## src/source/rv_shell_consts.svh

```systemverilog
// Width, depth and reset constants shared by the core support shell
// RV_SCR_KEY_W must stay twice RV_SCR_NONCE_W for the keystream rule
// RV_IC_NUM_LINES must not exceed 256 so the line index fits in a byte

`ifndef RV_SHELL_CONSTS_SVH
`define RV_SHELL_CONSTS_SVH

// Register file geometry
`define RV_XLEN     32
`define RV_NUM_REGS 32

// Instruction cache geometry
`define RV_IC_NUM_WAYS  2
`define RV_IC_NUM_LINES 16
`define RV_IC_TAG_W     20
`define RV_IC_LINE_W    64

// Scramble key and nonce widths
`define RV_SCR_KEY_W   32
`define RV_SCR_NONCE_W 16

// Key material used until the provider sends the first key
`define RV_SCR_KEY_RST   32'hA5C3_1E7B
`define RV_SCR_NONCE_RST 16'h3C96

`endif

```

## src/source/rv_ic_pkg.sv

```systemverilog
// Instruction cache geometry and scramble key types
// Sizes come from the shell constants header
// Tag entries pack the valid bit above the tag

`default_nettype none

`include "rv_shell_consts.svh"

package rv_ic_pkg;

  ////////////////////////////////////////////////////////////////////////////
  // Cache geometry
  ////////////////////////////////////////////////////////////////////////////

  // Line index inside one bank
  typedef logic [$clog2(`RV_IC_NUM_LINES)-1:0] ic_index_t;

  // One request bit per way
  typedef logic [`RV_IC_NUM_WAYS-1:0] ic_way_vec_t;

  // Tag bank entry
  typedef struct packed {
    logic                    valid;
    logic [`RV_IC_TAG_W-1:0] tag;
  } ic_tag_entry_t;

  // Data bank entry
  typedef logic [`RV_IC_LINE_W-1:0] ic_line_t;

  ////////////////////////////////////////////////////////////////////////////
  // Scramble key material
  ////////////////////////////////////////////////////////////////////////////

  typedef logic [`RV_SCR_KEY_W-1:0]   scr_key_t;
  typedef logic [`RV_SCR_NONCE_W-1:0] scr_nonce_t;

endpackage

`default_nettype wire

```

## src/source/rv_ic_ram_bank.sv

```systemverilog
// Single-port cache RAM bank with XOR keystream scrambling
// Read data appears one cycle after the request and holds until the next read
// Lines written under an old key read back garbled after a rekey

`default_nettype none

`include "rv_shell_consts.svh"

module rv_ic_ram_bank #(
  parameter type payload_t = logic [`RV_IC_LINE_W-1:0]
) (
  input  logic                  clk_i,
  input  logic                  req_i,
  input  logic                  write_i,
  input  rv_ic_pkg::ic_index_t  addr_i,
  input  payload_t              wdata_i,
  input  rv_ic_pkg::scr_key_t   key_i,
  input  rv_ic_pkg::scr_nonce_t nonce_i,
  output payload_t              rdata_o
);

  localparam int unsigned Width  = $bits(payload_t);
  localparam int unsigned KeyW   = `RV_SCR_KEY_W;
  localparam int unsigned NumRep = (Width + KeyW - 1) / KeyW;

  logic [Width-1:0]      mem_q [`RV_IC_NUM_LINES];
  logic [KeyW-1:0]       ks_word;
  logic [NumRep*KeyW-1:0] ks_rep;
  logic [Width-1:0]      keystream;
  payload_t              rdata_q;

  ////////////////////////////////////////////////////////////////////////////
  // Keystream for the addressed line
  ////////////////////////////////////////////////////////////////////////////

  // Key mixed with doubled nonce, then every byte tweaked by the line index
  assign ks_word   = key_i ^ {2{nonce_i}} ^ {(KeyW / 8){8'(addr_i)}};
  assign ks_rep    = {NumRep{ks_word}};
  assign keystream = ks_rep[Width-1:0];

  ////////////////////////////////////////////////////////////////////////////
  // Storage and read register
  ////////////////////////////////////////////////////////////////////////////

  always_ff @(posedge clk_i) begin
    if (req_i && write_i) begin
      mem_q[addr_i] <= wdata_i ^ keystream;
    end
  end

  // Descramble with whatever key is current at read time
  always_ff @(posedge clk_i) begin
    if (req_i && !write_i) begin
      rdata_q <= payload_t'(mem_q[addr_i] ^ keystream);
    end
  end

  assign rdata_o = rdata_q;

endmodule

`default_nettype wire

```

## config.mk

```make
export PLATFORM = sky130hd
export DESIGN_NAME = rv_ic_ram_bank
export DESIGN_NICKNAME = d
export VERILOG_FILES = /design/src/source/rv_ic_pkg.sv /design/src/source/rv_ic_ram_bank.sv
export VERILOG_INCLUDE_DIRS = /design/src /design/src/source
export SDC_FILE = /design/constraint.sdc
export NUM_CORES = 1
export LEC_CHECK = 0
export BUFFER_PORTS_ARGS = -buffer_cell sky130_fd_sc_hd__buf_4
export CAP_MARGIN = 20
export CELL_PAD_IN_SITES_DETAIL_PLACEMENT = 0
export CELL_PAD_IN_SITES_GLOBAL_PLACEMENT = 1
export CORE_MARGIN = 4
export CORE_UTILIZATION = 49
export CTS_CLUSTER_SIZE = 24
export DETAILED_ROUTE_END_ITERATION = 7
export HOLD_SLACK_MARGIN = 0.1
export PLACE_DENSITY = 0.72
export SLEW_MARGIN = 20
export SYNTH_ARGS = -nofsm -noshare
export SYNTH_HDL_FRONTEND = slang
export SYNTH_SLANG_ARGS = --single-unit
```

## constraint.sdc

```tcl
create_clock -name clk_i -period 6.25 [get_ports clk_i]
set_input_delay 0.625 -clock clk_i [delete_from_list [all_inputs] [get_ports clk_i]]
set_output_delay 0.625 -clock clk_i [all_outputs]
set_load 0.03 [all_outputs]
```

* Yosys cells after proc, flatten, opt, wreduce, memory -nomap -nowiden
Memory sizes are Yosys's and may differ from the RTL's. Index checks and enable logic that the tools add are counted.
Operators by class: add/subtract/negate cells 0, div/mod/pow operators 0, bitwise operators 4, eq/ne operators 0, mux-type cells 2, shift-type cells 0, magnitude comparators 0, multiply operators 0, reduce and logical (&&, ||, !) cells 3
Operators by type and width (number):
- 64-bit XOR | 2
- 32-bit by 28-bit XOR with 32-bit output | 1
- 32-bit XOR | 1
- 1-bit logical AND | 2
- 1-bit two-way mux | 2
- 1-bit logical NOT | 1
Storage, ports and cells: memory bits (writable) 1024, bits in registers 64, memories 1, latch bits 0, output and inout bits 64, ROM bits 0
Memories:
- mem_q | words 16, width 64, read ports 1, clocked after memory_dff 0, write ports 1, RTL line rv_ic_ram_bank.sv:26 | logic [Width-1:0] mem_q [`RV_IC_NUM_LINES];

* Logic depth before layout (Yosys ltp)
depth in word-level cells 3, gate-level depth with buffers 8

* Worst setup path after synthesis
Ideal clock, no wire load.
kind input to register, start input addr_i[0], end memory mem_q[3][0] (netlist bit) (enable), data arrival time 5838 ps, buffers on the path 3, library setup time 565 ps, cell stages on the path 6, path slack -153 ps, cells stage by stage buf_2 > and2_1 > buf_2 > buf_2 > nand3_1 > nor3_1
RTL lines:
- start: declaration | RTL line rv_ic_ram_bank.sv:15 | input rv_ic_pkg::ic_index_t addr_i,
- end: declaration | RTL line rv_ic_ram_bank.sv:26
Straight into the memory's write port.

* Worst setup path in the final report
start input addr_i[1], end memory mem_q[11][51] (netlist bit) (enable)
Straight into the memory's write port.

==> results by group <==
Yosys
  • Post-synth top area cell: edfxtp_1
  • Synthesized Nets: 2004
  • Post-synth EDFFs: 1088
  • Ys Warns: 0
  • Top FF cell, synth: edfxtp_1
  • Synth Instances: 1885
  • Synth Cell Area: 42500 sq um
  • Synth cell types: 31
  • Avg Inst Size Synth: 22.5 sq um
  • Yosys reg bits: 1088
  • Area share of the largest cell type after synthesis: 76.9%
  • Main area contributors after synthesis: edfxtp_1 (77%), mux4_2 (13%), xnor2_1 (2.1%)
  • Asr flop ratio synth: 0%
  • Sequential share of the synthesized area: 76.9%

Final layout
  • P&R area growth vs syn: 16.5%
  • Cell area after layout: 49500 sq um
  • Share of cells above drive strength 1: 34.9%
  • Number of diodes: 0
  • Layout net count: 2255
  • Filler cells: 6140
  • Commonest non-fill, non-tap cell in the layout: edfxtp_1
  • Commonest non-fill, non-tap cells in the layout: edfxtp_1 (1088), mux4_2 (240), buf_4 (215)

Pwr
  • Leak: 16.1 nW
  • Switching part of the total: 22.3%
  • Peak VDD IR: 225 uV
  • Switching power: 3.61 mW
  • Clock power frac: 38.8%
  • Cell area power density: 327 nW/um^2
  • Combinational Power Share: 8.6%
  • Register share of total power: 52.6%
  • Int Pwr: 12.6 mW

Setup path
  • Arr. time, crit path: 3.39 ns
  • Critical Path End Type: flop
  • Setup crit start kind: input pin
  • CP Cell Sequence: buf_4 -> and2_4 -> nand3_1 -> nor2_4 -> buf_4
  • Worst Path Max Fanout: 33
  • Slowest CP cell: nor2_4
  • Delay-heaviest family, CP: simple AND/OR/NAND/NOR gates
  • Critical Path RT: 6.54 ns
  • CP bufs+invs: 2
  • Worst path max stage delay: 0.76 ns
  • Worst path most repeated cell: buf_4
  • Crit path kind: input pin to flop

GRT
  • First-pass GRT wire length: 146000 um
  • Overall routing resource usage: 22.3%
  • Global route overflow: 0
  • Initial antenna violation count: 0
  • Pin count of the biggest net entering global routing: 116
  • Vias in the first global route: 20900

Placement
  • Port Buf Inserts: 182
  • Post-DP HPWL: 54900 um
  • Gp weighted congestion: 0.743
  • DP Area: 45600 sq um

Timing
  • Fin. Hold Viols: 0
  • Final setup fails: 0
  • Min cycle time layout: 3.09 ns
  • Hold Slack: 0.419 ns
  • Least-Margin Pin Slew: 1.06 ns
  • RSZ-0062 raised after global routing: false
  • TNS Setup: 0 ns
  • Final Cycle Share: 49.5%
  • Worst relative slew slack: 29.1%
  • F_max: 0.323 GHz
  • Skew final: 0.0167 ns
  • Final slew viol count: 0

Clocking
  • Number of CTS-inserted buffers: 106
  • Hold Buf Count CTS: 0
  • CTS tree: done
  • Post-cts resize count: 0
  • Clk pin slew, worst setup/hold paths: 0.06 ns
  • Clk buf depth: 3
  • Worst-Skew Late Latency: 0.66 ns
  • Num Clock Sinks: 1088
  • CTS H-tree depth: 3
  • Root buf cell: clkbuf_16
  • Post-CTS Setup Inserts: 0

Detailed routing
  • DR pass1 iterations: 5
  • Starting DRT DRC Count: 2084
  • Routed wire length: 101000 um
  • Total number of vias: 20100
  • DR WL/cell: 30.0 um
  • Via density: 5.97
  • Residual DRC: 0
  • Antenna Nets Post-Route: 0

Min path
  • Hold crit path type: input pin to flop

Floorplan
  • Core area: 85500 sq um
  • Initial cell density of the core: 49.7%
  • Total die area: 91500 sq um
  • Top-level port count: 183
  • Die width: 302 um
  • Site Rows: 107
  • Die Span Y: 302 um

Status
  • Run status: finished, final reports clean

Flow run
  • Maxcap violations: 0
-- layer usage --
layer | part of all wire (%) | global-route usage, %
met5 | 0 | 0
met1 | 41 | 31.2
met3 | 6.8 | 3.88
met2 | 50 | 36.6
met4 | 2.5 | 6.83
-- layout make-up --
class                           instances  area, sq um  share of cell area, %
Sequential cell                      1088        32700                   66.0
Timing Repair Buffer                  236         2030                   4.10
Tap cell                             1144         1430                   2.89
Multi-Input combinational cell        672         9820                   19.8
Inverter                               32          120                  0.243
Clock inverter                         66          639                   1.29
Clock buffer                          129         2780                   5.62
-- worst min-delay path: cells and delay by family --
kind / cells / cell delay, ns
buf+inv: 1 / 0.09
xor+xnor: 2 / 0.24
-- cells in the mapped netlist, types with 5 or more instances --
cell and count:
xnor2_1 100, mux2i_1 24, nand2b_1 5, o21ai_0 8, a22oi_1 12, a22o_1 48, buf_2 32, inv_1 32
mux4_2 240, nor2_1 34, o22ai_1 16, o221ai_1 8, buf_6 11, xor2_1 72, buf_1 12, edfxtp_1 1088
nand2_1 9, mux2_2 16, nor4_1 8, a221oi_2 48, buf_4 7, clkbuf_1 31
-- state kept, by name, indices dropped and copies added, names as in the netlist --
name and flops:
mem_q 1024, rdata_o 64
-- power groups by stage --
stage	Combinational (mW)	Clock, mW	Sequential, mW
2_1_floorplan	0.762	0	8.73
3_3_place_gp	1.31	0	8.68
3_5_place_dp	1.36	0	8.69
4_1_cts	1.36	6.37	8.54
5_1_grt	1.51	6.69	8.54
6_report	1.39	6.28	8.53
-- cell families after synthesis --
| kind of cell | count (synthesis) | synth area share, % |
|---|---|---|
| and+or+nand+nor | 76 | 0.919 |
| buffers and inverters | 125 | 1.45 |
| xor gates and xnor gates | 172 | 3.55 |
| DFF | 1088 | 76.9 |
| AOI/OAI and AO/OA | 144 | 3.47 |
| muxes | 280 | 13.7 |
-- final timing paths --
| check | from | endpoint | slack [ns] | depth (start not counted) |
|---|---|---|---|---|
| setup / recovery | addr_i[1] | mem_q[11][51] | 3.16 | 5 |
| hold reg to reg | mem_q[6][46] | rdata_o[46] | 0.83 | 3 |
| hold / removal | key_i[9] | rdata_o[41] | 0.42 | 3 |
| setup reg to reg | mem_q[1][37] | rdata_o[37] | 4.43 | 4 |
-- stage by stage --
step,setup WS (ns),power [mW],utilization (%),cells
floorplan,1.49,9.50,-,1885
global placement,2.50,9.99,53.3,3168
detailed placement,2.46,10.0,53.3,3168
CTS,3.15,16.3,57.3,3363
global route,2.99,16.7,57.8,3367
finish,3.16,16.2,57.8,3367
(Power assumes the default switching activity.)
