--- src/source/rv_shell_consts.svh ---
// Width, depth and reset constants shared by the core support shell
// RV_SCR_KEY_W must stay twice RV_SCR_NONCE_W for the keystream rule
// RV_IC_NUM_LINES must not exceed 256 so the line index fits in a byte

`ifndef RV_SHELL_CONSTS_SVH
`define RV_SHELL_CONSTS_SVH

// Register file geometry
`define RV_XLEN     32
`define RV_NUM_REGS 32

// Instruction cache geometry
`define RV_IC_NUM_WAYS  2
`define RV_IC_NUM_LINES 16
`define RV_IC_TAG_W     20
`define RV_IC_LINE_W    64

// Scramble key and nonce widths
`define RV_SCR_KEY_W   32
`define RV_SCR_NONCE_W 16

// Key material used until the provider sends the first key
`define RV_SCR_KEY_RST   32'hA5C3_1E7B
`define RV_SCR_NONCE_RST 16'h3C96

`endif

--- src/source/rv_rf_pkg.sv ---
// Register file index and word types
// Sizes come from the shell constants header

`default_nettype none

`include "rv_shell_consts.svh"

package rv_rf_pkg;

  ////////////////////////////////////////////////////////////////////////////
  // Register file types
  ////////////////////////////////////////////////////////////////////////////

  // Register index, wide enough for all architectural registers
  typedef logic [$clog2(`RV_NUM_REGS)-1:0] reg_addr_t;

  // One register word
  typedef logic [`RV_XLEN-1:0] reg_data_t;

endpackage

`default_nettype wire

--- src/source/rv_regfile_ff.sv ---
// Flip-flop register file, two combinational reads and one write
// Runs on the gated core clock, so writes while gated are lost
// Register 0 is not stored and always reads zero

`default_nettype none

`include "rv_shell_consts.svh"

module rv_regfile_ff (
  input  logic                 clk_i,
  input  logic                 rst_ni,
  input  rv_rf_pkg::reg_addr_t raddr_a_i,
  input  rv_rf_pkg::reg_addr_t raddr_b_i,
  input  rv_rf_pkg::reg_addr_t waddr_i,
  input  rv_rf_pkg::reg_data_t wdata_i,
  input  logic                 we_i,
  output rv_rf_pkg::reg_data_t rdata_a_o,
  output rv_rf_pkg::reg_data_t rdata_b_o
);

  localparam int unsigned NumRegs = `RV_NUM_REGS;

  // Per-register write enables, register 0 has none
  logic [NumRegs-1:1] we_dec;

  // Read view of all registers, entry 0 tied off
  rv_rf_pkg::reg_data_t rf_word [NumRegs];

  ////////////////////////////////////////////////////////////////////////////
  // Write address decode
  ////////////////////////////////////////////////////////////////////////////

  always_comb begin
    for (int unsigned i = 1; i < NumRegs; i++) begin
      we_dec[i] = we_i & (waddr_i == rv_rf_pkg::reg_addr_t'(i));
    end
  end

  ////////////////////////////////////////////////////////////////////////////
  // Storage
  ////////////////////////////////////////////////////////////////////////////

  assign rf_word[0] = '0;

  for (genvar r = 1; r < NumRegs; r++) begin : gen_regs
    rv_rf_pkg::reg_data_t rf_q;

    always_ff @(posedge clk_i or negedge rst_ni) begin
      if (!rst_ni) begin
        rf_q <= '0;
      end else if (we_dec[r]) begin
        rf_q <= wdata_i;
      end
    end

    assign rf_word[r] = rf_q;
  end

  // Read muxes
  assign rdata_a_o = rf_word[raddr_a_i];
  assign rdata_b_o = rf_word[raddr_b_i];

endmodule

`default_nettype wire

--- config.mk ---
export PLATFORM = sky130hd
export DESIGN_NAME = rv_regfile_ff
export DESIGN_NICKNAME = d
export VERILOG_FILES = /design/src/source/rv_rf_pkg.sv /design/src/source/rv_regfile_ff.sv
export VERILOG_INCLUDE_DIRS = /design/src /design/src/source
export SDC_FILE = /design/constraint.sdc
export NUM_CORES = 2
export LEC_CHECK = 0
export BUFFER_PORTS_ARGS = -buffer_cell sky130_fd_sc_hd__buf_2
export CAP_MARGIN = 20
export CORE_ASPECT_RATIO = 0.7
export CORE_MARGIN = 2
export CORE_UTILIZATION = 54
export CTS_CLUSTER_SIZE = 20
export DETAILED_ROUTE_END_ITERATION = 16
export HOLD_SLACK_MARGIN = 0.15
export PLACE_DENSITY = 0.71
export SYNTH_ARGS = -nofsm -noshare
export SYNTH_HDL_FRONTEND = slang
export SYNTH_SLANG_ARGS = --single-unit
--- constraint.sdc ---
create_clock -name clk_i -period 2.7 [get_ports clk_i]
set_input_delay 0.135 -clock clk_i [delete_from_list [all_inputs] [get_ports clk_i]]
set_output_delay 0.135 -clock clk_i [all_outputs]
set_load 0.05 [all_outputs]
# Word-level counts from Yosys, hierarchy flattened
# Cells that the tools add are included.
dict set report totals {
  ff_bits 992
  word_cells 103
  inputBits 50
  output_inout_bits 64
}
dict set report op_classes {
  n_bitwise 33
  mux 6
  magnitude_cmp 2
  eq_ne 31
}
# cell count
set op_table {}
lappend op_table {{binary-select mux 32 bit (select 5 bit)} 2}
lappend op_table {{two-way mux 32 bit} 4}
lappend op_table {{== test 5 bit (second input constant)} 16}
lappend op_table {{== test 5 x 4 -> 1 bit (second input constant)} 8}
lappend op_table {{AND 1 bit} 31}
lappend op_table {{== test 5 x 3 -> 1 bit (second input constant)} 4}
lappend op_table {{greater-or-equal comparator 6 bit (second input constant)} 2}
lappend op_table {{NOT 5 -> 6 bit} 2}
lappend op_table {{== test 5 x 2 -> 1 bit (second input constant)} 2}
lappend op_table {{== test 5 x 1 -> 1 bit (second input constant)} 1}

# Depth between registers and ports, before layout
dict set report logic_depth {
  word_depth 4
  mapped_depth 9
  depth_no_buf 4
}

# Worst setup path after synthesis
# OpenSTA, ideal clock, no wires.
dict set report synth_path {
  path_kind {input to output}
  start {in raddr_b_i[0]}
  end {out rdata_b_o[23]}
  setup_slack_ns 0.227
  path_buffers 5
  t_required_ns 2.565
  path_stages 9
  arrival_time_ns 2.338
  path_cell_list {buf_4 > buf_6 > buf_6 > buf_6 > buf_6 > mux2i_1 > o22ai_1 > a211oi_1 > o31ai_1}
}
dict set report synth_between {
  elab_chain_len 4
}
# item line
set synth_lines {}
lappend synth_lines {{start, declared} rv_regfile_ff.sv:13} ;# input rv_rf_pkg::reg_addr_t raddr_b_i,
lappend synth_lines {{NOT 5 -> 6 bit (not written as such)} rv_regfile_ff.sv:61} ;# assign rdata_b_o = rf_word[raddr_b_i];
lappend synth_lines {{binary-select mux 32 bit (select 5 bit)} rv_regfile_ff.sv:61}
lappend synth_lines {{two-way mux 32 bit (not written as such) (2 in a row)} rv_regfile_ff.sv:61}
lappend synth_lines {{end, declared} rv_regfile_ff.sv:18} ;# output rv_rf_pkg::reg_data_t rdata_b_o
# Every way passes these cells. The select of a mux whose other input is x is not followed.

# Final worst setup path
dict set report layout_path {
  start {reg gen_regs[3].rf_q[2]}
  end {out rdata_a_o[2]}
}
dict set report layout_between {
  elab_chain_len 3
}
# item line
set layout_lines {}
lappend layout_lines {{start, declared} rv_regfile_ff.sv:46} ;# rv_rf_pkg::reg_data_t rf_q;
lappend layout_lines {{start signal, assigned} rv_regfile_ff.sv:52} ;# rf_q <= wdata_i;
lappend layout_lines {{binary-select mux 32 bit (select 5 bit)} rv_regfile_ff.sv:60} ;# assign rdata_a_o = rf_word[raddr_a_i];
lappend layout_lines {{two-way mux 32 bit (not written as such) (2 in a row)} rv_regfile_ff.sv:60}
lappend layout_lines {{end, declared} rv_regfile_ff.sv:17} ;# output rv_rf_pkg::reg_data_t rdata_a_o,
# Every way passes these cells. The select of a mux whose other input is x is not followed.

==> results.md <==
* IO Pins at ~110
* Kind of critical path: reg2out
* Fmax at roughly 0.37 GHz
* Post-Syn Nets at about 3,700
* Critical path capture point type: output pin
* Die Footprint at 101,100 um2
* Clk Latency, worst-skew pair at 0.69 ns
* Gate Count Post-Synth at approximately 3,600
* Worst slew margin at about half
* Worst-path clk slew at ~0.070 ns
* Vias/cell at between 6 and 7
* Seq cells post-synth at between 900 and 1,000
* Seq/Total Area, Yosys at 46.64%
* Core area at 97,890 um2
* Routed WL at about 160,000 um
* Residual DRC at 0
* GRT Overall Usage at about a third
* Largest registers in the final layout: gen_regs.rf_q (992)
* CP Max Fanout at 3
* Die height at 266.7 um
* Post-Syn Area per Cell at around 15 um2
* Antenna violations before repair at 1
* Setup crit end: rdata_a_o[2]
* GP Congestion at 0.8774
* Grt total ovfl at 0
* Post-synth top cells: mux2_2, dfrtp_1, mux4_2
* Yosys cell types at 32
* Minimum clock period at ~2.7 ns
* Synth top area cells: dfrtp_1, mux2_2, mux4_2
* Fill cell total of the finished layout at roughly 7,300
* Area of the multi-input gates at 26,750 um2
* Count of final setup violators at 0
* Detailed Route Iter0 Violations at between 3,000 and 4,000
* Die X-Extent at approximately 380 um
* Vias post-DR at 35,280
* Final Hold Viols at 0
* Post-DP HPWL at 103,700 um
* Peak supply drop at a little under 0.5 mV
* Reg area at about 25,000 um2
* CTS tree: yes
* R2R Setup Slk at between 1.5 and 2 ns
* Critical Path Source: gen_regs[3].rf_q[2]$_DFFE_PN0P_
* CTS H-tree depth at 3
* Worst r2r src: gen_regs[19].rf_q[27]$_DFFE_PN0P_
* Type of the most critical hold path: in2async
* Max reg flops at 992
* Status: finished clean
* Fin nets at around 3,800
* Routed len/inst at 32.25 um
* Layout Cells excl Fill at ~5,000
* Worst reg2reg path depth at 1
* CP Data Required Time at 2.57 ns
* Hold_ws at 0.1969 ns
* Post-Syn Area at between 50,000 and 60,000 um2
* Leakage Power at ~26 nW
* Top-count cell post-synth: mux2_2
* Reg with most FFs: gen_regs.rf_q
* Worst path arrival time at approximately 2.6 ns
* Ant. Diodes at 0
* # Max-Cap Violations at 0
* Area share of the largest cell type after synthesis at 46.64%
* First-pass GRT wire length at 245,900 um
* Rows at 96
* Vias in the first global route at about 35,000
* Cell at the root of the clock tree: clkbuf_16
* Crit Reg-Reg Endpoint: gen_regs[19].rf_q[27]$_DFFE_PN0P_
* Layout cells sized above 1 at 52.27%
* Clk sinks at just under 1,000
* I/O Buffers at around 110
* CTS Buf Count at 97
* Area grow syn2layout at 13.66%
* Final ANT Viol Nets at 0
* Period utilization at between 90 and 100%
* Slew @ Worst Pin at between 0.7 and 0.8 ns
* Clock skew at 0 ns
* Fraction of registers with async set/reset at 100.0%
* Total negative slack at 0 ns
* PwrDens at about 730 nW/um2
* Initial Utilization at a little over half
* Drt pass-1 iters at 5
* Cell taking the most area after synthesis: dfrtp_1
* Crit start category: flop
* Max Buffers Root-to-Sink at 3
* Largest net degree at the start of global routing at 124
* Dpl cells at 4,899
* Synth Flop Type: dfrtp_1
* Final Max Tran Viols at 0
* Yosys warns at 0
* Number of flops mapped to enable cells by yosys at 0
[per-layer routing]
metal  vias up  wire length (um)  track usage [%]
li1      14250                 -                -
met5         -                 0                0
met1     18830             69680            48.89
met3       313             17500            9.092
met2      1894             72670            48.16
met4         0              5057            9.964
[critical path, cell delays in order (launching register included)]
cell	delay, ns
dfrtp_1	0.39
mux2_2	0.27
a22o_1	0.17
a211oi_1	0.49
o31ai_1	0.20
buf_4	0.18
buf_12	0.14
[layout by cell type (no fill, tap or decap), types with 66 or more instances in the layout]
cell type,count
a22o_1,192
buf_12,96
buf_2,81
buf_4,163
clkbuf_16,99
dfrtp_1,992
mux2_2,1035
mux2i_1,160
mux4_2,384
nand2_1,66
[final cells by class]
cell class,count,share of cell area (%)
Clock buffer,149,4.902
Clock inverter,26,0.4240
Inverter,2,0.01448
Multi-Input combinational cell,2237,44.22
Sequential cell,992,41.03
Tap cell,1323,2.736
Timing Repair Buffer,384,6.668
[power by group]
part           switching (mW)  leakage [nW]  internal, mW
Combinational            4.36          12.2          5.83
Clock                    6.11          1.60          7.85
Sequential               2.23          12.7          17.8
[worst min-delay path by stage]
| stage | cells after the start | from | endpoint | slack, ns |
|---|---|---|---|---|
| 2_1_floorplan | 0 | rst_ni | gen_regs[10].rf_q[0]$_DFFE_PN0P_ | -0.16 |
| 3_3_place_gp | 1 | rst_ni | gen_regs[9].rf_q[24]$_DFFE_PN0P_ | 0.14 |
| 3_5_place_dp | 1 | rst_ni | gen_regs[11].rf_q[21]$_DFFE_PN0P_ | 0.14 |
| 4_1_cts | 4 | waddr_i[0] | gen_regs[3].rf_q[25]$_DFFE_PN0P_ | 0.15 |
| 5_1_grt | 3 | rst_ni | gen_regs[18].rf_q[18]$_DFFE_PN0P_ | 0.19 |
| 6_report | 3 | rst_ni | gen_regs[11].rf_q[21]$_DFFE_PN0P_ | 0.20 |
[repair_timing]
item,CTS,global route
endpoints found under the setup margin,10,3
hold endpoints to repair,1879,0
hold buffers,39,0
buffers inserted,0,0
pin swaps,0,1
gates resized for setup,12,3
[through the flow]
step / power [mW] / cell area, um2 / utilization, % / worst slack [ns]
6_report: 44.15 / 60500 / 61.80 / 0.007676
3_5_place_dp: 30.21 / 56810 / 58.03 / 0.2270
5_1_grt: 45.91 / 60500 / 61.80 / -0.02478
2_1_floorplan: 26.97 / 53230 / - / 0.2267
3_3_place_gp: 29.87 / 56810 / 58.03 / 0.2272
4_1_cts: 44.22 / 60480 / 61.78 / 0.0003078
[logic make-up after synthesis]
kind of cell,Yosys count,synth area share [%]
simple gates,189,1.810
mux,1600,41.60
compound gates,448,6.318
flops,992,46.64
buf+inv,410,3.639
(Power assumes the default switching activity.)
