## config.mk

```make
export PLATFORM = sky130hd
export DESIGN_NAME = rv_scr_key_ctrl
export DESIGN_NICKNAME = d
export VERILOG_FILES = /design/src/source/rv_ic_pkg.sv /design/src/source/rv_scr_key_ctrl.sv
export VERILOG_INCLUDE_DIRS = /design/src /design/src/source
export SDC_FILE = /design/constraint.sdc
export NUM_CORES = 1
export LEC_CHECK = 0
export BUFFER_PORTS_ARGS = -buffer_cell sky130_fd_sc_hd__buf_2
export CAP_MARGIN = 20
export CORE_AREA = 2 2 94 73
export CTS_CLUSTER_DIAMETER = 40
export DETAILED_ROUTE_END_ITERATION = 12
export DIE_AREA = 0 0 96 75
export PLACE_DENSITY_LB_ADDON = 0.15
export RECOVER_POWER = 50
export SLEW_MARGIN = 10
export SYNTH_ARGS = -nofsm -noshare
export SYNTH_HDL_FRONTEND = slang
export SYNTH_SLANG_ARGS = --single-unit
```

## constraint.sdc

```tcl
create_clock -name clk_i -period 0.8 [get_ports clk_i]
set_input_delay 0.16 -clock clk_i [delete_from_list [all_inputs] [get_ports clk_i]]
set_output_delay 0.16 -clock clk_i [all_outputs]
set_load 0.005 [all_outputs]
```

## src/source/rv_shell_consts.svh

```systemverilog
// Width, depth and reset constants shared by the core support shell
// RV_SCR_KEY_W must stay twice RV_SCR_NONCE_W for the keystream rule
// RV_IC_NUM_LINES must not exceed 256 so the line index fits in a byte

`ifndef RV_SHELL_CONSTS_SVH
`define RV_SHELL_CONSTS_SVH

// Register file geometry
`define RV_XLEN     32
`define RV_NUM_REGS 32

// Instruction cache geometry
`define RV_IC_NUM_WAYS  2
`define RV_IC_NUM_LINES 16
`define RV_IC_TAG_W     20
`define RV_IC_LINE_W    64

// Scramble key and nonce widths
`define RV_SCR_KEY_W   32
`define RV_SCR_NONCE_W 16

// Key material used until the provider sends the first key
`define RV_SCR_KEY_RST   32'hA5C3_1E7B
`define RV_SCR_NONCE_RST 16'h3C96

`endif

```

## src/source/rv_ic_pkg.sv

```systemverilog
// Instruction cache geometry and scramble key types
// Sizes come from the shell constants header
// Tag entries pack the valid bit above the tag

`default_nettype none

`include "rv_shell_consts.svh"

package rv_ic_pkg;

  ////////////////////////////////////////////////////////////////////////////
  // Cache geometry
  ////////////////////////////////////////////////////////////////////////////

  // Line index inside one bank
  typedef logic [$clog2(`RV_IC_NUM_LINES)-1:0] ic_index_t;

  // One request bit per way
  typedef logic [`RV_IC_NUM_WAYS-1:0] ic_way_vec_t;

  // Tag bank entry
  typedef struct packed {
    logic                    valid;
    logic [`RV_IC_TAG_W-1:0] tag;
  } ic_tag_entry_t;

  // Data bank entry
  typedef logic [`RV_IC_LINE_W-1:0] ic_line_t;

  ////////////////////////////////////////////////////////////////////////////
  // Scramble key material
  ////////////////////////////////////////////////////////////////////////////

  typedef logic [`RV_SCR_KEY_W-1:0]   scr_key_t;
  typedef logic [`RV_SCR_NONCE_W-1:0] scr_nonce_t;

endpackage

`default_nettype wire

```

## src/source/rv_scr_key_ctrl.sv

```systemverilog
// Scramble key request handshake and key/nonce registers
// A request waits as long as the provider needs, there is no timeout
// Key and nonce load on every provider valid, requested or not

`default_nettype none

`include "rv_shell_consts.svh"

module rv_scr_key_ctrl (
  input  logic                  clk_i,
  input  logic                  rst_ni,
  input  logic                  ic_scr_key_req_i,
  input  logic                  scramble_key_valid_i,
  input  rv_ic_pkg::scr_key_t   scramble_key_i,
  input  rv_ic_pkg::scr_nonce_t scramble_nonce_i,
  output logic                  scramble_req_o,
  output logic                  key_valid_o,
  output rv_ic_pkg::scr_key_t   key_o,
  output rv_ic_pkg::scr_nonce_t nonce_o
);

  logic req_d, req_q;
  logic valid_d, valid_q;

  ////////////////////////////////////////////////////////////////////////////
  // Handshake
  ////////////////////////////////////////////////////////////////////////////

  // Request starts on a cache invalidate and holds until the provider answers
  assign req_d = req_q ? ~scramble_key_valid_i : ic_scr_key_req_i;

  // Valid drops with a new request and returns with the provider's answer
  assign valid_d = req_q            ? scramble_key_valid_i :
                   ic_scr_key_req_i ? 1'b0                 :
                                      valid_q;

  always_ff @(posedge clk_i or negedge rst_ni) begin
    if (!rst_ni) begin
      req_q   <= 1'b0;
      valid_q <= 1'b1;
    end else begin
      req_q   <= req_d;
      valid_q <= valid_d;
    end
  end

  // Key material, starts from the built-in defaults
  always_ff @(posedge clk_i or negedge rst_ni) begin
    if (!rst_ni) begin
      key_o   <= `RV_SCR_KEY_RST;
      nonce_o <= `RV_SCR_NONCE_RST;
    end else if (scramble_key_valid_i) begin
      key_o   <= scramble_key_i;
      nonce_o <= scramble_nonce_i;
    end
  end

  assign scramble_req_o = req_q;
  assign key_valid_o    = valid_q;

endmodule

`default_nettype wire

```

; ---- Word level (Yosys, flattened, before mapping)
; Index checks and enable logic that the tools add are counted.
; Widths: inputs -> output; s select.
[word_totals]
word_cells = 9
regBits = 50
out_inout_bits = 50
input_bits = 52
[classes]
bitwise_logic = 1
reduce_logical = 1
mux = 3
[op_table]
columns = op, n
row1 = $mux 1, 3
row2 = $reduce_bool 2->1, 1
row3 = $not 1->1, 1

; ---- Logic depth before layout (Yosys ltp)
; Gate-level depths: netlist of run 1.
[depth]
depth_word = 2
mapped_depth = 3
ltp_nobuf = 2

; ---- Worst setup path before layout of run 1
; OpenSTA, ideal clock, no wires.
[synth_timing]
kind = input to register
startpoint = input port scramble_key_valid_i
endpoint = register key_o[13]
required_time_ps = 675
path_stages = 3
path_slack_ps = -49
setup_time_ps = 125
path_buffers = 2
arrival_time_ps = 724
path_cell_list = buf_6 buf_12 mux2_4
[synth_lines]
columns = element, line_no
row1 = "start, declared", rv_scr_key_ctrl.sv:13  ; input logic scramble_key_valid_i,
row2 = "end signal, assigned", rv_scr_key_ctrl.sv:50  ; key_o <= `RV_SCR_KEY_RST;
row3 = "end signal, assigned", rv_scr_key_ctrl.sv:53  ; key_o <= scramble_key_i;
row4 = "end, declared", rv_scr_key_ctrl.sv:18  ; output rv_ic_pkg::scr_key_t key_o,
; No word-level cell between the ends.

; ---- Worst setup path after layout of run 1
[layout_timing]
startpoint = register key_o[29]
endpoint = output port key_o[29]
; No word-level cell between the ends.

==> results of run 1 <==
-- metal layers --
| layer | wire, µm | track usage [%] |
|---|---|---|
| met1 | 2070 | 17.3 |
| met2 | 1920 | 16.7 |
| met3 | 350 | 4.40 |
| met4 | 19 | 3.33 |
| met5 | 0 | 0 |
-- synthesized netlist by cell type --
cell,number
a22o_1,1
buf_12,5
buf_6,1
dfrtp_1,23
dfstp_2,27
inv_1,1
mux2_4,48
mux2i_1,1
nor2_1,1
-- area by class of cell --
class | instances | area (µm²)
fillers | 548 | 3190
clock buffers | 6 | 82.6
inverters | 1 | 3.75
well taps | 81 | 101
clock inverters | 1 | 30.0
flip-flops and latches | 50 | 1280
repair buffers | 119 | 791
multi-input cells | 51 | 746
-- worst reg2reg max path: stages, from the launching register on --
cell and delay, ns:
dfrtp_1 0.40, buf_4 0.14, mux2_4 0.25
-- through the flow --
step,std cells,hold WS [ns],util [%]
2_1_floorplan,108,-0.136,-
3_3_place_gp,288,0.139,43.5
3_5_place_dp,288,0.141,43.5
4_1_cts,303,0.0770,47.0
5_1_grt,309,0.0699,48.8
6_report,309,0.0917,48.8
-- kinds of logic after synthesis --
group | after synthesis | synth area share [%]
AOI/OAI and AO/OA | 1 | 0.409
DFF | 50 | 60.0
buffers and inverters | 7 | 5.37
muxes | 49 | 34.1
and+or+nand+nor | 1 | 0.175
-- worst max-delay path by stage --
stage,slack (ns),start,depth (start not counted),endpoint
6_report,-0.30,key_o[29],1,key_o[29]
5_1_grt,-0.34,nonce_o[10],1,nonce_o[10]
4_1_cts,-0.32,nonce_o[10],1,nonce_o[10]
3_5_place_dp,-0.20,scramble_key_valid_i,3,key_o[8]
3_3_place_gp,-0.18,scramble_key_valid_i,3,key_o[7]
2_1_floorplan,-0.03,scramble_key_valid_i,3,key_o[13]
-- flip-flops by register name, indices dropped and copies added (netlist names) --
signal          count
key_valid_o         1
scramble_req_o      1
key_o              32
nonce_o            16
-- cell usage in the layout, fill, tap and decap left out, drive strengths merged --
cell type	n
buf	116
a22o	1
clkbuf	8
inv	1
dlygate4sd3	1
mux2	48
bufinv	1
dfrtp	23
nor2	1
mux2i	1
dfstp	27
-- where the power goes --
group | switching, µW | leakage [µW] | internal, µW | total, µW
logic | 380 | 0.000943 | 833 | 1210
clock network | 792 | 0.0000573 | 1000 | 1790
registers | 159 | 0.000553 | 2890 | 3050
total | 1330 | 0.00155 | 4720 | 6050
-- timing repair --
item,CTS,global route
resized for setup,7,16
endpoints found under the hold margin,23,0
endpoints found under the setup margin,50,57
setup buffers,7,6
hold buffers,1,0
==> results.toml, run 1 <==
[placement]
io_buffer_count = 101
place_area_um2 = 2710
dp_hpwl_mm = 2.96
pre_cts_ws_ns = -0.197
place_congestion = 0.665

[layout]
final_layout_size_suffix_gt1_share_pct = 87.7
area_delta_synth_final_pct = 41.8
nets = 280
design_area_um2 = 3040
diodes = 0

[logic_synthesis]
ys_seq_area_share_pct = 60.0
syn_nets = 160
synth_top_area_share_pct = 33.6
synth_seq_cells = 50
syn_area_um2 = 2140
yosys.area.top_type = "mux2_4"
syn_inst = 108
ys_types = 9
avgSynthCellArea_um2 = 19.8
synth_area_leaders = "mux2_4 34%, dfstp_2 33%, dfrtp_1 27%, buf_12 4.7%, buf_6 0.53%"
yosysWarnings = 0

[sta]
setup_viol_count_final = 62
rsz0062_at_grt = "true"
slew_viol_final = 0
fin_ws_ns = -0.301
fin_crit_sh_pct = 138
fin_tns_setup_ns = -12.50
maxSlewHeadroom_pct = 76.2
fmax_mhz = 908
worst_slew_pin_slew_ns = 0.356
fin_crit_ns = 1.10
finClkSkew_ns = 0.00587
finalHoldViolations = 0

[setup_path]
cp_top_family = "flip-flops"
crit_arrival_ns = 0.94
cp_slowest_cell = "dfstp_2"
setup.worst_path.start_class = "flip-flop"
worstRegToRegCells = 2
r2r-start = "key_o[20]"
path_cells = "buf_6"
slowest_delay_ns = 0.56
path_class = "flip-flop to primary output"
end_kind = "primary output"
r2r_setup_slack_ns = -0.09
crit_required_ns = 0.64
worst-path-buf-inv = 1
r2r-end = "key_o[20]"
path_max_fanout = 2

[floorplan]
rows = 25
die_height_um = 75
start_util_pct = 34.4
coreArea_um2 = 6220
chipWidth_um = 96
io_pins = 102
die-area_um2 = 7200

[clock_tree]
worst_skew_pair.late_latency_ns = 0.29
clock_path_buffers = 2
root_buffer = "clkbuf_8"
numCtsBuffers = 5
htree_levels = 2
tritoncts = "yes"
path_clk_slew_ns = 0.09
clock_sinks = 50

[run_status]
violations = "setup timing"
outcome = "complete, but fails checks"

[global_route]
antenna_found_initial = 0
track_usage_pct = 11.9
grt_start_max_net_pins = 40
grt_pass1_wl_mm = 6.37
overflow = 0
first_global_vias = 1265

[min_path]
hold_start = "scramble_key_i[2]"
hold_path.class = "input pin to flip-flop"
holdPathStages = 2
min_to = "key_o[2]"

[drt]
ant_nets = 0
routed_wirelength_mm = 4.36
drt_pass1_iterations = 4
wl_per_cell_um = 14.1
via_count = 1289
drt-initial-drc-count = 16
vias_per_cell = 4.17
drcViolationCount = 0

[power_and_ir_drop]
peakVddDrop_v = 0.000885
p_per_area_nw_per_um2 = 1990
p_leak_uw = 0.00155
p_total_uw = 6050

[flow_run]
max_cap_violations = 0
Note: power is estimated with default switching activity, not from simulation.
==> run 2, diff against run 1 <==
- MAX_ROUTING_LAYER: not set -> met4
==> results.toml, run 2 (synthesis results as in run 1) <==
[run_status]
outcome = "complete, but fails checks"
violations = "setup timing"

[sta]
finalHoldViolations = 0
worst_slew_pin_slew_ns = 0.356
rsz0062_at_grt = "true"
finClkSkew_ns = 0.00198
fin_tns_setup_ns = -12.48
setup_viol_count_final = 62
fmax_mhz = 908
slew_viol_final = 0
maxSlewHeadroom_pct = 76.2
fin_ws_ns = -0.301
fin_crit_sh_pct = 138
fin_crit_ns = 1.10

[layout]
area_delta_synth_final_pct = 41.8
design_area_um2 = 3040
largest_register_ffs = 32
largest-register = "key_o"
reg.largest.list = "key_o: 32 flops, nonce_o: 16 flops"
layout_common_cells = "84 x buf_2, 48 x mux2_4, 27 x dfstp_2"
final_common_cell = "buf_2"
nets = 280
final_layout_size_suffix_gt1_share_pct = 87.7
diodes = 0

[drt]
drcViolationCount = 0
highest_layer = "met4"
drt_pass1_iterations = 2
ant_nets = 0
met2WireLength_mm = 1.93
wl_met1_mm = 2.07
wl_met3_um = 328
vias_per_cell = 4.15
drt-initial-drc-count = 13
routed_wirelength_mm = 4.35
wl_per_cell_um = 14.1
via_count = 1283

[setup_path]
path_depth = 1
r2r_setup_slack_ns = -0.09
crit_required_ns = 0.64
slowest_delay_ns = 0.56
path_max_fanout = 2
cp-startpoint = "key_o[29]"
worst-path-buf-inv = 1
cp_top_family = "flip-flops"
end_kind = "primary output"
worstRegToRegCells = 2
cp_slowest_cell = "dfstp_2"
crit_arrival_ns = 0.94
crit_path_end = "key_o[29]"
path_class = "flip-flop to primary output"
setup.worst_path.start_class = "flip-flop"
path_cells = "buf_6"
r2r-start = "nonce_o[15]"
r2r-end = "nonce_o[15]"

[clock_tree]
tritoncts = "yes"
path_clk_slew_ns = 0.09
root_buffer = "clkbuf_8"
clock_sinks = 50
worst_skew_pair.late_latency_ns = 0.29
numCtsBuffers = 5
htree_levels = 2
clock_path_buffers = 2

[floorplan]
chipWidth_um = 96
coreArea_um2 = 6220
io_pins = 102
start_util_pct = 34.4
die-area_um2 = 7200
rows = 25
die_height_um = 75

[placement]
io_buffer_count = 101
place_area_um2 = 2710
place_congestion = 0.671
dp_hpwl_mm = 2.96

[global_route]
track_usage_pct = 12.2
antenna_found_initial = 0
grt_start_max_net_pins = 40
grt_pass1_wl_mm = 6.35
first_global_vias = 1262
overflow = 0

[flow_run]
max_cap_violations = 0

[power_and_ir_drop]
peakVddDrop_v = 0.000884
p_per_area_nw_per_um2 = 1990
p_leak_uw = 0.00155
p_total_uw = 6050

[min_path]
hold_path.class = "input pin to flip-flop"
==> run 2: cell counts in the layout (fill, tap and decap cells not counted) <==
No cell type changed its count.
==> run 2: metal layers <==
layer  GRT usage, %  vias to the layer above
met1           17.5                      614
met4           3.33                        0
met5              -                        -
met3           3.90                        2
met2           16.7                       54
li1               -                      613
==> run 2: how the worst min path moves through the flow <==
stage | from | slack, ns | end | depth (start not counted)
finish | scramble_key_i[28] | 0.09 | key_o[28] | 2
global route | scramble_key_i[27] | 0.07 | key_o[27] | 2
CTS | scramble_key_i[2] | 0.08 | key_o[2] | 2
detailed placement | rst_ni | 0.14 | key_o[21] | 2
global placement | rst_ni | 0.14 | key_o[14] | 2
floorplan | rst_ni | -0.14 | key_o[13] | 0
==> run 2: layout make-up <==
cell class	instances	area, µm²
clock buffer	6	82.6
clock inverter	1	30.0
fill	548	3190
inverter	1	3.75
multi-input combinational	51	746
sequential	50	1280
tap	81	101
timing repair buffer	119	791
==> run 2: repair_timing <==
action,in CTS,in global routing
endpoints found under the hold margin,23,0
setup endpoints to repair,50,57
buffers inserted,7,6
hold buffers,1,0
resized for setup,7,16
==> run 2: through the flow <==
stage          setup slack, ns  hold slack [ns]  std cells  util [%]
2_1_floorplan          -0.0293           -0.136        108         -
3_3_place_gp            -0.181            0.139        288      43.5
3_5_place_dp            -0.197            0.141        288      43.5
4_1_cts                 -0.318           0.0770        303      47.0
5_1_grt                 -0.343           0.0699        309      48.8
6_report                -0.301           0.0923        309      48.8
==> run 2: report_power, final <==
group          total, µW  internal [µW]  leakage, µW  switching (µW)
Combinational       1210            833     0.000943             382
Sequential          3040           2890     0.000553             159
Clock               1790           1000    0.0000573             788
==> run 3, diff against run 2 <==
- HOLD_SLACK_MARGIN: not set -> 0.1
==> results.toml, run 3 (synthesis results as in run 1) <==
[run_status]
outcome = "complete, but fails checks"
violations = "setup timing"

[layout]
area_delta_synth_final_pct = 42.3
diodes = 0
design_area_um2 = 3050
final_layout_size_suffix_gt1_share_pct = 87.3
reg.largest.list = "key_o: 32 flops, nonce_o: 16 flops"
fillerInstances = 547
final_common_cell = "buf_2"
largest-register = "key_o"
layout_common_cells = "84 x buf_2, 48 x mux2_4, 27 x dfstp_2"
largest_register_ffs = 32
nets = 281

[floorplan]
coreArea_um2 = 6220
die_height_um = 75
die-area_um2 = 7200
rows = 25
io_pins = 102
start_util_pct = 34.4
chipWidth_um = 96

[setup_path]
crit_required_ns = 0.64
r2r-end = "nonce_o[15]"
r2r_setup_slack_ns = -0.09
path_max_fanout = 2
cp_slowest_cell = "dfstp_2"
crit_arrival_ns = 0.94
worstRegToRegCells = 2
path_cells = "buf_6"
slowest_delay_ns = 0.56
cp_top_family = "flip-flops"
setup.worst_path.start_class = "flip-flop"
worst-path-buf-inv = 1
end_kind = "primary output"
r2r-start = "nonce_o[15]"
path_class = "flip-flop to primary output"

[clock_tree]
numCtsBuffers = 5
postCtsHoldBufs = 2
path_clk_slew_ns = 0.09
worst_skew_pair.late_latency_ns = 0.29
htree_levels = 2
clock_sinks = 50
root_buffer = "clkbuf_8"
clock_path_buffers = 2
tritoncts = "yes"

[sta]
worst_slew_pin_slew_ns = 0.356
maxSlewHeadroom_pct = 76.2
finalHoldViolations = 0
finClkSkew_ns = 0.00181
slew_viol_final = 0
fmax_mhz = 908
fin_ws_ns = -0.301
fin_crit_ns = 1.10
fin_tns_setup_ns = -12.49
setup_viol_count_final = 62
fin_crit_sh_pct = 138
rsz0062_at_grt = "true"

[placement]
place_area_um2 = 2710
place_congestion = 0.671
dp_hpwl_mm = 2.96
io_buffer_count = 101

[drt]
via_count = 1289
ant_nets = 0
drt-initial-drc-count = 13
drcViolationCount = 0
vias_per_cell = 4.16
routed_wirelength_mm = 4.34
wl_per_cell_um = 14.0
drt_pass1_iterations = 2

[global_route]
overflow = 0
busiest_layer = "met1"
met2_usage_pct = 16.7
first_global_vias = 1272
antenna_found_initial = 0
grt_start_max_net_pins = 40
track_usage_pct = 12.2
met1_usage_pct = 17.7
grt_pass1_wl_mm = 6.35
grt_use_met3_pct = 3.60

[power_and_ir_drop]
peakVddDrop_v = 0.000885
p_leak_uw = 0.00156
p_per_area_nw_per_um2 = 1990

[min_path]
hold_path.class = "input pin to flip-flop"
hold_start = "scramble_key_i[28]"
holdPathStages = 2
min_to = "key_o[28]"

[flow_run]
max_cap_violations = 0
==> run 3: cell types whose count changed in the layout (fill, tap and decap cells not counted), sizes merged <==
cell	before	now
dlygate4sd3	1	2
==> run 3: routing by layer <==
| layer | up-vias | wire length [µm] | part of all wire (%) |
|---|---|---|---|
| li1 | 616 | - | - |
| met1 | 617 | 2080 | 48 |
| met2 | 54 | 1940 | 45 |
| met3 | 2 | 305 | 7.0 |
| met4 | 0 | 21 | 0.48 |
| met5 | - | 0 | 0 |
==> run 3: cell type report <==
type                            instances  area [µm²]  share of cell area, %
Sequential cell                        50        1280                   42.1
Clock buffer                            6        82.6                   2.71
Inverter                                1        3.75                  0.123
Timing Repair Buffer                  120         801                   26.3
Tap cell                               81         101                   3.32
Clock inverter                          1        30.0                  0.985
Multi-Input combinational cell         51         746                   24.5
==> run 3: how the worst max path moves through the flow <==
stage	cells after the start	startpoint	end	slack (ns)
final	1	key_o[29]	key_o[29]	-0.30
after global routing	1	nonce_o[10]	nonce_o[10]	-0.34
after floorplan	3	scramble_key_valid_i	key_o[13]	-0.03
after CTS	1	nonce_o[10]	nonce_o[10]	-0.32
after detailed placement	3	scramble_key_valid_i	key_o[8]	-0.20
after global placement	3	scramble_key_valid_i	key_o[7]	-0.18
==> run 3: stage by stage <==
step	hold slack (ns)	util, %	power, µW	setup WS (ns)	cells
global placement	0.139	43.5	4080	-0.181	288
floorplan	-0.136	-	3620	-0.0293	108
CTS	0.0770	47.1	6030	-0.318	304
finish	0.0923	49.0	6050	-0.301	310
global route	0.0699	49.0	6370	-0.343	310
detailed placement	0.141	43.5	4090	-0.197	288
==> run 3: timing repair <==
action,4_1_cts,5_1_grt
endpoints found under the setup margin,50,57
endpoints found under the hold margin,97,47
cloned,0,0
gates resized for setup,7,16
buffers inserted,7,6
==> run 3: power by group <==
group / total, µW / internal, µW / switching, µW / leakage (µW)
Sequential: 3050 / 2890 / 159 / 0.000553
Combinational: 1220 / 836 / 382 / 0.000947
Clock: 1790 / 1000 / 789 / 0.0000573
